===== src/rtl/gap_pkg.sv =====
// Gap injector shared definitions
// Widths, delay-line latency and the origin tag carried on every output word

package gap_pkg;

	// one stream word is a byte
	localparam int data_w = 8;

	// packet-width field, wide enough for any legal packet length
	localparam int paw = 5;

	// delay of the stream delay line, and the horizon of the gap schedule
	localparam int latency = 16;

	// address width of the delay-line ring buffer
	localparam int dly_aw = $clog2(latency);

	// the detector needs two cycles of slack between detection and the
	// delayed gap, so a packet can be at most latency minus 2 words long
	localparam int max_pkt = latency - 2;

	// number of transmit sources sharing the injection slot
	localparam int n_src = 2;

	// origin of each output word
	// src_none marks an idle output cycle and src_pass a delayed input word
	typedef enum logic [1:0] {
		src_none = 2'd0,
		src_pass = 2'd1,
		src_tx0  = 2'd2,
		src_tx1  = 2'd3
	} src_t;

endpackage


===== src/rtl/gap_detector.sv =====
// Gap detector
// Watches the undelayed input for an idle run as wide as the requested packet
// and raises cts over the delayed copy of exactly those idle cycles

`timescale 1ns/1ps

module gap_detector import gap_pkg::*; (
	input  logic           clk,
	input  logic           rst,
	input  logic           in_valid,
	input  logic           rts,
	input  logic [paw-1:0] rts_len,
	output logic           cts
);

	typedef enum logic [1:0] {
		st_wait_rts,
		st_wait_gap,
		st_wait_rising,
		st_wait_falling
	} state_t;

	state_t         state;
	logic [paw-1:0] gap_width;
	logic [paw-1:0] w_l;
	logic [paw-1:0] delay_cnt;
	logic [paw-1:0] rise_at;
	logic           is_gap;

	// gap_width counts idle cycles up to but not including this one
	assign is_gap = gap_width >= w_l;

	// a gap found at cycle d started at d-w, and its delayed copy starts at
	// d-w+latency, so the rise has to wait latency-w-2 cycles after detection
	assign rise_at = paw'(latency - 2) - w_l;

	always_ff @(posedge clk) begin
		if (rst) begin
			state     <= st_wait_rts;
			cts       <= 1'b0;
			gap_width <= '0;
			delay_cnt <= '0;
		end else begin
			cts <= 1'b0;

			// idle-run counter saturates rather than wrapping
			if (in_valid) begin
				gap_width <= '0;
			end else if (gap_width != '1) begin
				gap_width <= gap_width + 1'b1;
			end

			case (state)
				st_wait_rts: begin
					if (rts) begin
						state <= st_wait_gap;
					end
				end
				st_wait_gap: begin
					delay_cnt <= '0;
					if (is_gap) begin
						state <= st_wait_rising;
					end
				end
				st_wait_rising: begin
					if (delay_cnt >= rise_at) begin
						delay_cnt <= '0;
						cts       <= 1'b1;
						state     <= st_wait_falling;
					end else begin
						delay_cnt <= delay_cnt + 1'b1;
					end
				end
				st_wait_falling: begin
					// cts is already high for the first cycle of this state
					delay_cnt <= delay_cnt + 1'b1;
					if (delay_cnt >= w_l - 1'b1) begin
						state <= st_wait_rts;
					end else begin
						cts <= 1'b1;
					end
				end
				default: begin
					state <= st_wait_rts;
				end
			endcase
		end
	end

	// width is taken once per request and held for the whole schedule
	always_ff @(posedge clk) begin
		if (state == st_wait_rts && rts) begin
			w_l <= rts_len;
		end
	end

	// the arbiter must only forward lengths the schedule can place
	a_width_legal: assert property (@(posedge clk) disable iff (rst)
		(state != st_wait_rts) |-> (w_l >= paw'(1) && w_l <= paw'(max_pkt)));

	// a finished schedule never leaves cts hanging
	a_no_idle_cts: assert property (@(posedge clk) disable iff (rst)
		(state == st_wait_rts) |-> !cts);

endmodule


===== src/rtl/gap_inject_top.sv =====
// Gap-scheduled packet injector
// Delays the byte stream by latency cycles and drops packets from two
// transmit sources into idle gaps of the delayed stream

`timescale 1ns/1ps

module gap_inject_top import gap_pkg::*; (
	input  logic              clk,
	input  logic              rst,
	input  logic              in_valid,
	input  logic [data_w-1:0] in_data,
	input  logic [n_src-1:0]  load,
	input  logic [paw-1:0]    load_len0,
	input  logic [paw-1:0]    load_len1,
	input  logic [data_w-1:0] load_seed0,
	input  logic [data_w-1:0] load_seed1,
	output logic              out_valid,
	output logic [data_w-1:0] out_data,
	output src_t              out_src,
	output logic [n_src-1:0]  tx_busy
);

	logic              dly_valid;
	logic [data_w-1:0] dly_data;
	logic              cts;
	logic              rts;
	logic [paw-1:0]    rts_len;
	logic [n_src-1:0]  grant;
	logic [n_src-1:0]  req;
	logic [n_src-1:0]  word_valid;
	logic [paw-1:0]    len0;
	logic [paw-1:0]    len1;
	logic [data_w-1:0] word0;
	logic [data_w-1:0] word1;

	stream_delay u_delay (
		.clk       (clk),
		.rst       (rst),
		.in_valid  (in_valid),
		.in_data   (in_data),
		.dly_valid (dly_valid),
		.dly_data  (dly_data)
	);

	// the detector looks at the undelayed stream to plan ahead
	gap_detector u_detect (
		.clk      (clk),
		.rst      (rst),
		.in_valid (in_valid),
		.rts      (rts),
		.rts_len  (rts_len),
		.cts      (cts)
	);

	tx_arbiter u_arb (
		.clk     (clk),
		.rst     (rst),
		.req     (req),
		.len0    (len0),
		.len1    (len1),
		.cts     (cts),
		.grant   (grant),
		.rts     (rts),
		.rts_len (rts_len)
	);

	tx_source u_src0 (
		.clk        (clk),
		.rst        (rst),
		.load       (load[0]),
		.load_len   (load_len0),
		.load_seed  (load_seed0),
		.grant      (grant[0]),
		.cts        (cts),
		.req        (req[0]),
		.len        (len0),
		.word       (word0),
		.word_valid (word_valid[0]),
		.busy       (tx_busy[0])
	);

	tx_source u_src1 (
		.clk        (clk),
		.rst        (rst),
		.load       (load[1]),
		.load_len   (load_len1),
		.load_seed  (load_seed1),
		.grant      (grant[1]),
		.cts        (cts),
		.req        (req[1]),
		.len        (len1),
		.word       (word1),
		.word_valid (word_valid[1]),
		.busy       (tx_busy[1])
	);

	stream_merge u_merge (
		.clk       (clk),
		.rst       (rst),
		.dly_valid (dly_valid),
		.dly_data  (dly_data),
		.cts       (cts),
		.grant     (grant),
		.word0     (word0),
		.word1     (word1),
		.out_valid (out_valid),
		.out_data  (out_data),
		.out_src   (out_src)
	);

	// every cts cycle is backed by exactly one granted source with a word to send
	a_cts_backed: assert property (@(posedge clk) disable iff (rst)
		cts |-> $onehot(word_valid));

endmodule


===== src/rtl/stream_delay.sv =====
// Stream delay line
// Replays the valid-qualified input stream exactly latency cycles later
// from a circular buffer with a single shared write/read pointer

`timescale 1ns/1ps

module stream_delay import gap_pkg::*; (
	input  logic              clk,
	input  logic              rst,
	input  logic              in_valid,
	input  logic [data_w-1:0] in_data,
	output logic              dly_valid,
	output logic [data_w-1:0] dly_data
);

	// data storage, one entry per cycle of delay
	logic [data_w-1:0] data_mem [latency];

	// valid bits are kept apart so reset can clear them
	logic [latency-1:0] valid_mem;

	// the slot under the pointer holds the word written latency cycles ago
	logic [dly_aw-1:0] ptr;

	// the pointer walks the ring once every latency cycles
	always_ff @(posedge clk) begin
		if (rst) begin
			ptr <= '0;
		end else if (ptr == dly_aw'(latency - 1)) begin
			ptr <= '0;
		end else begin
			ptr <= ptr + 1'b1;
		end
	end

	// clearing the valid bits stops stale words leaking out after reset
	always_ff @(posedge clk) begin
		if (rst) begin
			valid_mem <= '0;
		end else begin
			valid_mem[ptr] <= in_valid;
		end
	end

	// the same slot is read before it is overwritten at the next edge
	always_ff @(posedge clk) begin
		data_mem[ptr] <= in_data;
	end

	// read side is combinational so the delay is exactly latency cycles
	assign dly_valid = valid_mem[ptr];
	assign dly_data  = data_mem[ptr];

endmodule


===== src/rtl/stream_merge.sv =====
// Output merge
// Registers either the delayed input word or the granted source's word,
// and tags each output cycle with where its word came from

`timescale 1ns/1ps

module stream_merge import gap_pkg::*; (
	input  logic              clk,
	input  logic              rst,
	input  logic              dly_valid,
	input  logic [data_w-1:0] dly_data,
	input  logic              cts,
	input  logic [n_src-1:0]  grant,
	input  logic [data_w-1:0] word0,
	input  logic [data_w-1:0] word1,
	output logic              out_valid,
	output logic [data_w-1:0] out_data,
	output src_t              out_src
);

	always_ff @(posedge clk) begin
		if (rst) begin
			out_valid <= 1'b0;
			out_src   <= src_none;
		end else if (cts) begin
			// injection slot, the word comes from whichever source holds the grant
			out_valid <= |grant;
			out_src   <= grant[1] ? src_tx1 : src_tx0;
		end else begin
			out_valid <= dly_valid;
			out_src   <= dly_valid ? src_pass : src_none;
		end
	end

	// idle cycles still carry the delayed data bits
	always_ff @(posedge clk) begin
		if (cts) begin
			out_data <= grant[1] ? word1 : word0;
		end else begin
			out_data <= dly_data;
		end
	end

	// cts must only cover delayed copies of idle input cycles
	a_no_collision: assert property (@(posedge clk) disable iff (rst)
		!(dly_valid && cts));

endmodule


===== src/rtl/tx_arbiter.sv =====
// Round-robin slot arbiter
// Picks one pending source when the slot is free, hands its width to the
// gap detector and keeps the grant until the cts window has closed

`timescale 1ns/1ps

module tx_arbiter import gap_pkg::*; (
	input  logic             clk,
	input  logic             rst,
	input  logic [n_src-1:0] req,
	input  logic [paw-1:0]   len0,
	input  logic [paw-1:0]   len1,
	input  logic             cts,
	output logic [n_src-1:0] grant,
	output logic             rts,
	output logic [paw-1:0]   rts_len
);

	// index of the source that won last time
	logic             last;
	logic             cts_q;
	logic             cts_fall;
	logic [n_src-1:0] pick;

	assign cts_fall = cts_q && !cts;

	// source 0 wins if it is alone or if source 1 had the last turn
	always_comb begin
		pick = '0;
		if (req[0] && (!req[1] || last)) begin
			pick[0] = 1'b1;
		end else if (req[1]) begin
			pick[1] = 1'b1;
		end
	end

	always_ff @(posedge clk) begin
		if (rst) begin
			grant <= '0;
			rts   <= 1'b0;
			last  <= 1'b1;
			cts_q <= 1'b0;
		end else begin
			cts_q <= cts;
			rts   <= 1'b0;
			if (grant == '0) begin
				// rts is a single-cycle pulse since grant is set alongside it
				if (|req) begin
					grant <= pick;
					rts   <= 1'b1;
				end
			end else if (cts_fall) begin
				grant <= '0;
				last  <= grant[1];
			end
		end
	end

	// width travels with the rts pulse
	always_ff @(posedge clk) begin
		if (grant == '0) begin
			rts_len <= pick[1] ? len1 : len0;
		end
	end

	a_grant_onehot: assert property (@(posedge clk) disable iff (rst)
		$onehot0(grant));

endmodule


===== src/rtl/tx_source.sv =====
// Transmit source
// Holds one loaded packet, requests the injection slot and emits
// seed, seed+1 and so on while it is both granted and clear to send

`timescale 1ns/1ps

module tx_source import gap_pkg::*; (
	input  logic              clk,
	input  logic              rst,
	input  logic              load,
	input  logic [paw-1:0]    load_len,
	input  logic [data_w-1:0] load_seed,
	input  logic              grant,
	input  logic              cts,
	output logic              req,
	output logic [paw-1:0]    len,
	output logic [data_w-1:0] word,
	output logic              word_valid,
	output logic              busy
);

	logic [paw-1:0]    remain;
	logic [paw-1:0]    len_q;
	logic [data_w-1:0] word_q;

	// one word leaves on every cycle of the granted cts window
	assign word_valid = grant && cts;

	// the request lasts exactly as long as a packet is pending
	assign req  = busy;
	assign len  = len_q;
	assign word = word_q;

	always_ff @(posedge clk) begin
		if (rst) begin
			busy   <= 1'b0;
			remain <= '0;
		end else if (!busy) begin
			// a load while a packet is pending is ignored
			if (load) begin
				busy   <= 1'b1;
				remain <= load_len;
			end
		end else if (word_valid) begin
			remain <= remain - 1'b1;
			if (remain == paw'(1)) begin
				busy <= 1'b0;
			end
		end
	end

	// packet contents, the next word is always the previous one plus one
	always_ff @(posedge clk) begin
		if (!busy && load) begin
			len_q  <= load_len;
			word_q <= load_seed;
		end else if (word_valid) begin
			word_q <= word_q + 1'b1;
		end
	end

	// the detector's cts window must never outlast the packet
	a_no_overrun: assert property (@(posedge clk) disable iff (rst)
		word_valid |-> (busy && remain != '0));

endmodule


===== config.mk =====
export PLATFORM = sky130hd
export DESIGN_NAME = gap_inject_top
export DESIGN_NICKNAME = d
export VERILOG_FILES = /design/src/rtl/gap_pkg.sv /design/src/rtl/gap_detector.sv /design/src/rtl/gap_inject_top.sv /design/src/rtl/stream_delay.sv /design/src/rtl/stream_merge.sv /design/src/rtl/tx_arbiter.sv /design/src/rtl/tx_source.sv
export SDC_FILE = /design/constraint.sdc
export NUM_CORES = 1
export LEC_CHECK = 0
export ABC_AREA = 1
export ABC_CLOCK_PERIOD_IN_PS = 5700
export BUFFER_PORTS_ARGS = -buffer_cell sky130_fd_sc_hd__clkbuf_2
export CAP_MARGIN = 15
export CELL_PAD_IN_SITES_DETAIL_PLACEMENT = 0
export CELL_PAD_IN_SITES_GLOBAL_PLACEMENT = 2
export CORE_UTILIZATION = 43
export DETAILED_ROUTE_END_ITERATION = 6
export PLACE_DENSITY_LB_ADDON = 0.1
export SYNTH_ARGS = -nofsm -noshare
export SYNTH_HDL_FRONTEND = slang
export SYNTH_SLANG_ARGS = --single-unit

===== constraint.sdc =====
create_clock -name clk -period 5.7 [get_ports clk]
set_clock_uncertainty 0.15 [all_clocks]
set_input_delay 1.14 -clock clk [delete_from_list [all_inputs] [get_ports clk]]
set_output_delay 1.14 -clock clk [all_outputs]
set_load 0.01 [all_outputs]

### Yosys cells after proc, flatten, opt, wreduce, memory -nomap -nowiden

Memory sizes are Yosys's and may differ from the RTL's. A register that Yosys moved wholly into a read port is not among the register bits.
Index checks and enable logic that the tools add are counted.
Widths: inputs -> output; s select.

| word-level totals | value |
|---|---|
| flip-flop bits (word level) | 97 |
| latch bits | 0 |
| bits in writable memories | 128 |
| bits in read-only memories | 0 |
| input port bits | 39 |
| output and inout port bits | 13 |
| logic and storage cells | 131 |
| memories kept | 1 |

| cells by class | value |
|---|---|
| add/subtract/negate cells | 9 |
| multipliers | 0 |
| div/mod/pow operators | 0 |
| $lt $le $gt $ge | 5 |
| equality and inequality tests | 14 |
| shift operators | 0 |
| mux-type cells | 48 |
| bitwise operators | 1 |
| reduce and logical (&&, ||, !) cells | 30 |

Memories:

| name | depth | bits a word | read ports | clocked after memory_dff | wr ports | RTL line | text |
|---|---|---|---|---|---|---|---|
| u_delay.data_mem | 16 | 8 | 1 | 1 | 1 | stream_delay.sv:17 | `logic [data_w-1:0] data_mem [latency];` |

Operators by type and width:

| operator | number |
|---|---|
| $mux 8 | 6 |
| $mux 5 | 8 |
| $mux 1 | 19 |
| $add 8x1->8 const B | 2 |
| $bwmux 16 | 1 |
| $mux 2 | 8 |
| $ge 5x5->1 | 3 |
| $pmux 5 s3 | 1 |
| $sub 5x1->5 const B | 3 |
| $ne 2x1->1 const B | 7 |
| $add 5x1->5 const B | 2 |
| $eq 5x1->1 const B | 2 |
| $reduce_bool 2->1 | 5 |
| $reduce_or 2->1 | 5 |
| $logic_and 1x1->1 | 8 |
| $pmux 2 s4 | 1 |
| $reduce_and 2->1 | 4 |
| $lt 4x5->1 const B | 1 |
| $ne 5x5->1 const B | 1 |
| $sub 4x5->5 const A | 1 |
| $add 4x1->4 const B | 1 |
| $bmux 1 s4 | 1 |
| $demux 1 s4 | 1 |
| $eq 2x2->1 const B | 2 |
| other kinds (11) | 14 |

### Depth between registers and ports, before layout

| depth | value |
|---|---|
| word-level depth | 6 |
| gate-level depth with buffers | 15 |
| mapped depth without buffers | 15 |

### Hierarchy

A second synthesis with hierarchy kept.

| second synthesis, totals | value |
|---|---|
| cells, all modules | 1297 |
| area total of the unflattened synthesis | 11129.4 µm² |

By module, submodules not included:

| module | times used | cells an instance | area an instance (µm²) | sequential area each (µm²) |
|---|---|---|---|---|
| stream_delay | 1 | 744 | 6747.7 | 4244.1 |
| tx_source | 2 | 120 | 1031.0 | 510.5 |
| gap_detector | 1 | 176 | 1315.0 | 410.4 |
| stream_merge | 1 | 78 | 525.5 | 220.2 |
| tx_arbiter | 1 | 59 | 479.2 | 250.2 |

### Worst setup path before layout

No wires, ideal clock.

| path | value |
|---|---|
| kind | register -> register |
| start | register u_detect.w_l[0] |
| end | register u_detect.state[0] |
| library setup time | 0.113 ns |
| data arrival time | 1.853 ns |
| required time | 5.437 ns |
| setup slack | 3.584 ns |
| cell stages (with the launch flop) | 16 |
| path buffers | 0 |
| period minus slack after synthesis | 2.116 ns |
| cells stage by stage | edfxtp_1 inv_1 ha_1 nand3_1 xor2_1 inv_1 ha_1 nand2_1 nor2_1 nand2_1 nand3_1 nand2_1 nor2_1 nand3_1 nand2_1 nor2_1 |

| on the way | value |
|---|---|
| cells in the longest elaborated chain, start to end | 4 |
| elaborated cells between the ends (all ways) | 9 |
| classes of those cells | add/sub: 2; order compare: 3; eq/ne: 3; reduce/logical: 1 |

Ends and longest elaborated chain:

| what | RTL line | text |
|---|---|---|
| start, declared | gap_detector.sv:25 | `logic [paw-1:0] w_l;` |
| start signal, assigned | gap_detector.sv:93 | `w_l <= rts_len;` |
| $sub 5x1->5 or $sub 4x5->5 (tied branches) | gap_detector.sv:77, gap_detector.sv:35 |  |
| $ge 5x5->1, on equally long branches | gap_detector.sv:77, gap_detector.sv:66 |  |
| $ne 2x1->1 (no source line) | - |  |
| $reduce_and 4->1 (no source line) (*) | - |  |
| end signal, assigned | gap_detector.sv:69 | `state <= st_wait_falling;` |
| end signal, assigned | gap_detector.sv:78 | `state <= st_wait_rts;` |
| end signal, assigned | gap_detector.sv:84 | `state <= st_wait_rts;` |
| end, declared | gap_detector.sv:23 | `state_t state;` |

Every way passes the cells marked *; elsewhere a longest branch is shown, timed or not.
A chain may end at the register's enable or synchronous reset.

### Worst setup path after layout

| path | value |
|---|---|
| start | register u_delay.ptr[0] |
| end | register u_delay.valid_mem[12] |

| on the way | value |
|---|---|
| cells in the longest elaborated chain, start to end | 5 |
| elaborated cells between the ends (all ways) | 6 |
| classes of those cells | order compare: 2; mux: 3; reduce/logical: 1 |

Ends and longest elaborated chain:

| what | RTL line | text |
|---|---|---|
| start, declared | stream_delay.sv:23 | `logic [dly_aw-1:0] ptr;` |
| start signal, assigned | stream_delay.sv:32 | `ptr <= ptr + 1'b1;` |
| $lt 4x5->1 (not written as such) or $ge 4x1->1 (tied branches) | stream_delay.sv:41 | `valid_mem[ptr] <= in_valid;` |
| $logic_and 1x1->1 (not written as such) | stream_delay.sv:41 |  |
| $mux 1 (not written as such) | stream_delay.sv:41 |  |
| $demux 1 s4 (*) | - |  |
| $bwmux 16 (*) | stream_delay.sv:41 |  |
| end signal, assigned by index | stream_delay.sv:41 |  |
| end, declared | stream_delay.sv:20 | `logic [latency-1:0] valid_mem;` |

Marks and branches as above.

==> results.md <==
Setup path:
- The critical path data required time is 6010 ps.
- The worst setup path is of the flip-flop to flip-flop kind.
- The maximum net fanout on the critical path is 78.
- The worst setup path is launched from a flip-flop.
- STA classifies the critical path endpoint as a flip-flop.
- For the worst setup path, the data arrival time is 3610 ps.

STA:
- Of the available clock period, the critical path in the final layout requires 58.0%.
- Adding up every negative setup slack in the final design gives 0 ps.
- The number of hold-slack violations in the final timing report is 0.
- The final critical delay including setup and external delays is 3300 ps.
- Measured against its own limit, the worst slew margin works out to 33.9%.
- Timing would allow up to 303 MHz.
- The worst hold slack is 273 ps.
- Setup repair after global routing left no endpoint under its margin.
- The final setup violation count is 0.
- The transition time of the tightest slew-check pin is 988 ps.
- The count of final max-slew check failures is 0.

Cells and area:
- The post-route netlist has 10.4% of its cells at a drive strength greater than 1.
- The relative area change from synthesis to final layout is 11.7%.
- The final non-filler cell total is 1349.
- The sequential cells in the finished layout cover a total of 0.00613 mm2.
- 0 antenna diodes ended up in the layout.
- After the last flow step, the layout net total stands at 1121.
- The number of filler instances in the final layout is 2162.
- At the end of the flow the core is filled with cells to 49.1%.
- The multi-input combinational cell area is 0.00330 mm2.

Logic synthesis:
- The post-synthesis instance area is 0.00998 mm2.
- The number of nets in the synthesized netlist is 1078.
- The top cell type by area accounts for 49.3% of the synthesized area.
- In the synthesized netlist the dominant register cell turns out to be sky130_fd_sc_hd__edfxtp_1.
- After synthesis the netlist holds a flip-flop and latch count of 224.
- The Yosys step of the flow raised 0 warnings.
- The number of distinct library cells after synthesis is 36.
- In this run the mean area of a mapped cell was 9.93 um2.
- The sequential area share after synthesis is 61.4%.
- In the synthesized netlist the async set-or-reset flop fraction comes to 0%.
- The count of flip-flops with a built-in enable after synthesis is 164.
- The post-synthesis cell count is 1005.
- In the post-synthesis netlist, the biggest area contributors are sky130_fd_sc_hd__edfxtp_1, sky130_fd_sc_hd__dfxtp_1, sky130_fd_sc_hd__nor2_1.
- The largest area contributor in the netlist is sky130_fd_sc_hd__edfxtp_1.

Detailed routing:
- In the routed design, unresolved DRC markers number 0.
- Summed over all layers, the routed wires come to 23.7 mm.
- The number of violations reported at the end of detailed-routing iteration 0 is 488.
- Using the TritonRoute via totals, the vias-per-cell ratio works out to 5.06.
- The count of nets left with antenna violations after detail routing is 0.
- The final route contains 6827 vias.
- The first detailed-routing pass took 4 iterations.
- The mean routed wirelength per cell is 17.6 um.

Floorplanning:
- The floorplan step defined a core boundary enclosing 0.0227 mm2.
- The floorplan step set the die width to 154 um.
- The area enclosed by the die boundary is 0.0238 mm2.
- The initial core utilization is 44.0%.
- The die boundary height is 154 um.
- The count of boundary I/O pins is 52.
- The number of cell rows is 55.

GRT:
- The first global-routing pass estimated 37.4 mm of wire.
- The via count of the first global-routing pass is 6510.
- The initial antenna violation count is 0.
- The largest net degree at the start of global routing is 79.
- The total routing resource utilization after global routing is 20.5%.
- The residual overflow from global routing is 0.

Clocking:
- The worst-case clock buffer depth is 3.
- In this run, CTS created clock tree buffers numbering 25.
- The sink count of the clock tree is 224.
- CTS placed an instance of sky130_fd_sc_hd__clkbuf_16 at the clock tree root.
- The latest clock arrival within the worst-skew pair is 530 ps.
- After clock tree synthesis, the clock-pin slew on the worst setup and hold paths is 60 ps.
- The number of gates resized after CTS was 0.
- In this run, post-CTS hold repair placed 0 buffers.
- TritonCTS built the clock tree.
- The depth of the CTS H-tree is 1.
- The number of buffers added for setup after CTS is 0.

Job:
- The count of maximum capacitance violations is 0.

Placement:
- The placed wire-length estimate is 15.7 mm.
- The number of placed instances, taps included, is 1306.
- At the end of routability-driven placement, the weighted congestion stood at 0.770.
- During placement, the flow inserted port buffers numbering 51.

Run status:
- The flow ran to the end, and the final reports show no timing, DRC or antenna violations.

Power:
- The worst-case IR drop observed on VDD is 0.254 mV.
- The reported leakage power is 4.36 nW.
- In this run the power density over the cells is 351 mW/mm2.

Worst hold path:
- The path class of the tightest hold or removal check is flip-flop to flip-flop.
## state kept, by name, summed over array words and instances, names as in the netlist, 4 cells and up
register            flops
u_src1.len              5
u_detect.delay_cnt      5
u_src1.word             8
u_delay.valid_mem      16
u_delay.data_mem      128
u_src0.len              5
u_delay.ptr             4
u_merge.out_data        8
u_detect.gap_width      5
u_src1.remain           5
u_src0.remain           5
u_arb.rts_len           5
u_src0.word             8
u_detect.w_l            5
## report_power, final
part           switching [W]  internal [W]  total [W]  leakage [nW]
sequential         0.0000647       0.00185    0.00191          2.00
combinational       0.000328      0.000163   0.000491          1.99
clock               0.000623      0.000884    0.00151         0.373
total                0.00102       0.00290    0.00391          4.36
## cell usage after synthesis (5+ instances only)
cell / count
sky130_fd_sc_hd__a211oi_1: 5
sky130_fd_sc_hd__a21oi_1: 37
sky130_fd_sc_hd__buf_2: 15
sky130_fd_sc_hd__buf_4: 6
sky130_fd_sc_hd__buf_6: 5
sky130_fd_sc_hd__clkbuf_1: 9
sky130_fd_sc_hd__dfxtp_1: 60
sky130_fd_sc_hd__edfxtp_1: 164
sky130_fd_sc_hd__ha_1: 34
sky130_fd_sc_hd__inv_1: 77
sky130_fd_sc_hd__inv_2: 8
sky130_fd_sc_hd__mux2_1: 5
sky130_fd_sc_hd__nand2_1: 170
sky130_fd_sc_hd__nand3_1: 44
sky130_fd_sc_hd__nor2_1: 172
sky130_fd_sc_hd__nor2_2: 5
sky130_fd_sc_hd__nor3_1: 6
sky130_fd_sc_hd__o21ai_0: 98
sky130_fd_sc_hd__o21ai_1: 29
sky130_fd_sc_hd__o22ai_1: 15
sky130_fd_sc_hd__xor2_1: 15
## final timing paths
check	from	endpoint	slack (ps)	cells past startpoint
max	u_delay.ptr[0]$_SDFF_PP0_	u_delay.valid_mem[12]$_SDFFE_PP0P_	2400	8
min	u_arb.rts_len[0]$_DFFE_PP_	u_detect.w_l[0]$_DFFE_PP_	270	0
max reg2reg	u_delay.ptr[0]$_SDFF_PP0_	u_delay.valid_mem[12]$_SDFFE_PP0P_	2400	8
min reg2reg	u_arb.rts_len[0]$_DFFE_PP_	u_detect.w_l[0]$_DFFE_PP_	270	0
## cell type report
cell class | count | area share, %
flip-flops and latches | 224 | 54.9
clock buffers | 34 | 6.18
repair buffers | 54 | 2.49
inverters | 87 | 2.95
multi-input cells | 656 | 29.6
well taps | 285 | 3.20
clock inverters | 9 | 0.617
## cells by family (layout without fill, tap and decap cells)
group | Yosys count | count (layout) | synth area share [%]
muxes | 5 | 5 | 0.564
xor gates and xnor gates | 19 | 19 | 1.67
AOI/OAI and AO/OA | 191 | 191 | 10.1
buffers and inverters | 125 | 184 | 5.55
and+or+nand+nor | 407 | 407 | 16.5
adders and majority gates | 34 | 34 | 4.26
DFF | 224 | 224 | 61.4
## layer usage
metal	global-route usage (%)	routed length (um)	vias to the layer above
met4	4.29	329	0
met3	2.83	935	28
met1	30.3	11800	3189
li1	-	-	3478
met5	0	0	-
met2	32.3	10600	132
## metrics by stage
step	worst slack, ps	instance area, um2	power (W)
after floorplan	3580	9980	0.00227
after global placement	2340	10400	0.00245
after detailed placement	2360	10400	0.00244
after CTS	2370	11200	0.00395
after global routing	2030	11200	0.00410
final	2400	11200	0.00391
## worst max-delay path: stages (launching register included)
cell                      delay [ps]
sky130_fd_sc_hd__dfxtp_2         310
sky130_fd_sc_hd__buf_4           360
sky130_fd_sc_hd__inv_2           700
sky130_fd_sc_hd__buf_4           430
sky130_fd_sc_hd__ha_1            200
sky130_fd_sc_hd__inv_1           100
sky130_fd_sc_hd__nor2_1          640
sky130_fd_sc_hd__o21ai_0         170
sky130_fd_sc_hd__a21oi_1         160
## cells in the final DEF (no fill, tap or decap), drive strengths merged
cell	instances
mux2	5
a22oi	1
edfxtp	164
nand2	173
or2	2
clkinv	8
clkbuf	85
nand3	44
a21oi	37
o21a	1
nand4	2
a41oi	1
nor3	6
o22ai	15
dfxtp	60
nor2	180
ha	34
bufinv	1
xnor2	4
buf	3
a211oi	5
inv	87
o21ai	127
xor2	15
o31ai	1
a31oi	2
o211ai	1
Note: power is estimated with default switching activity, not from simulation.
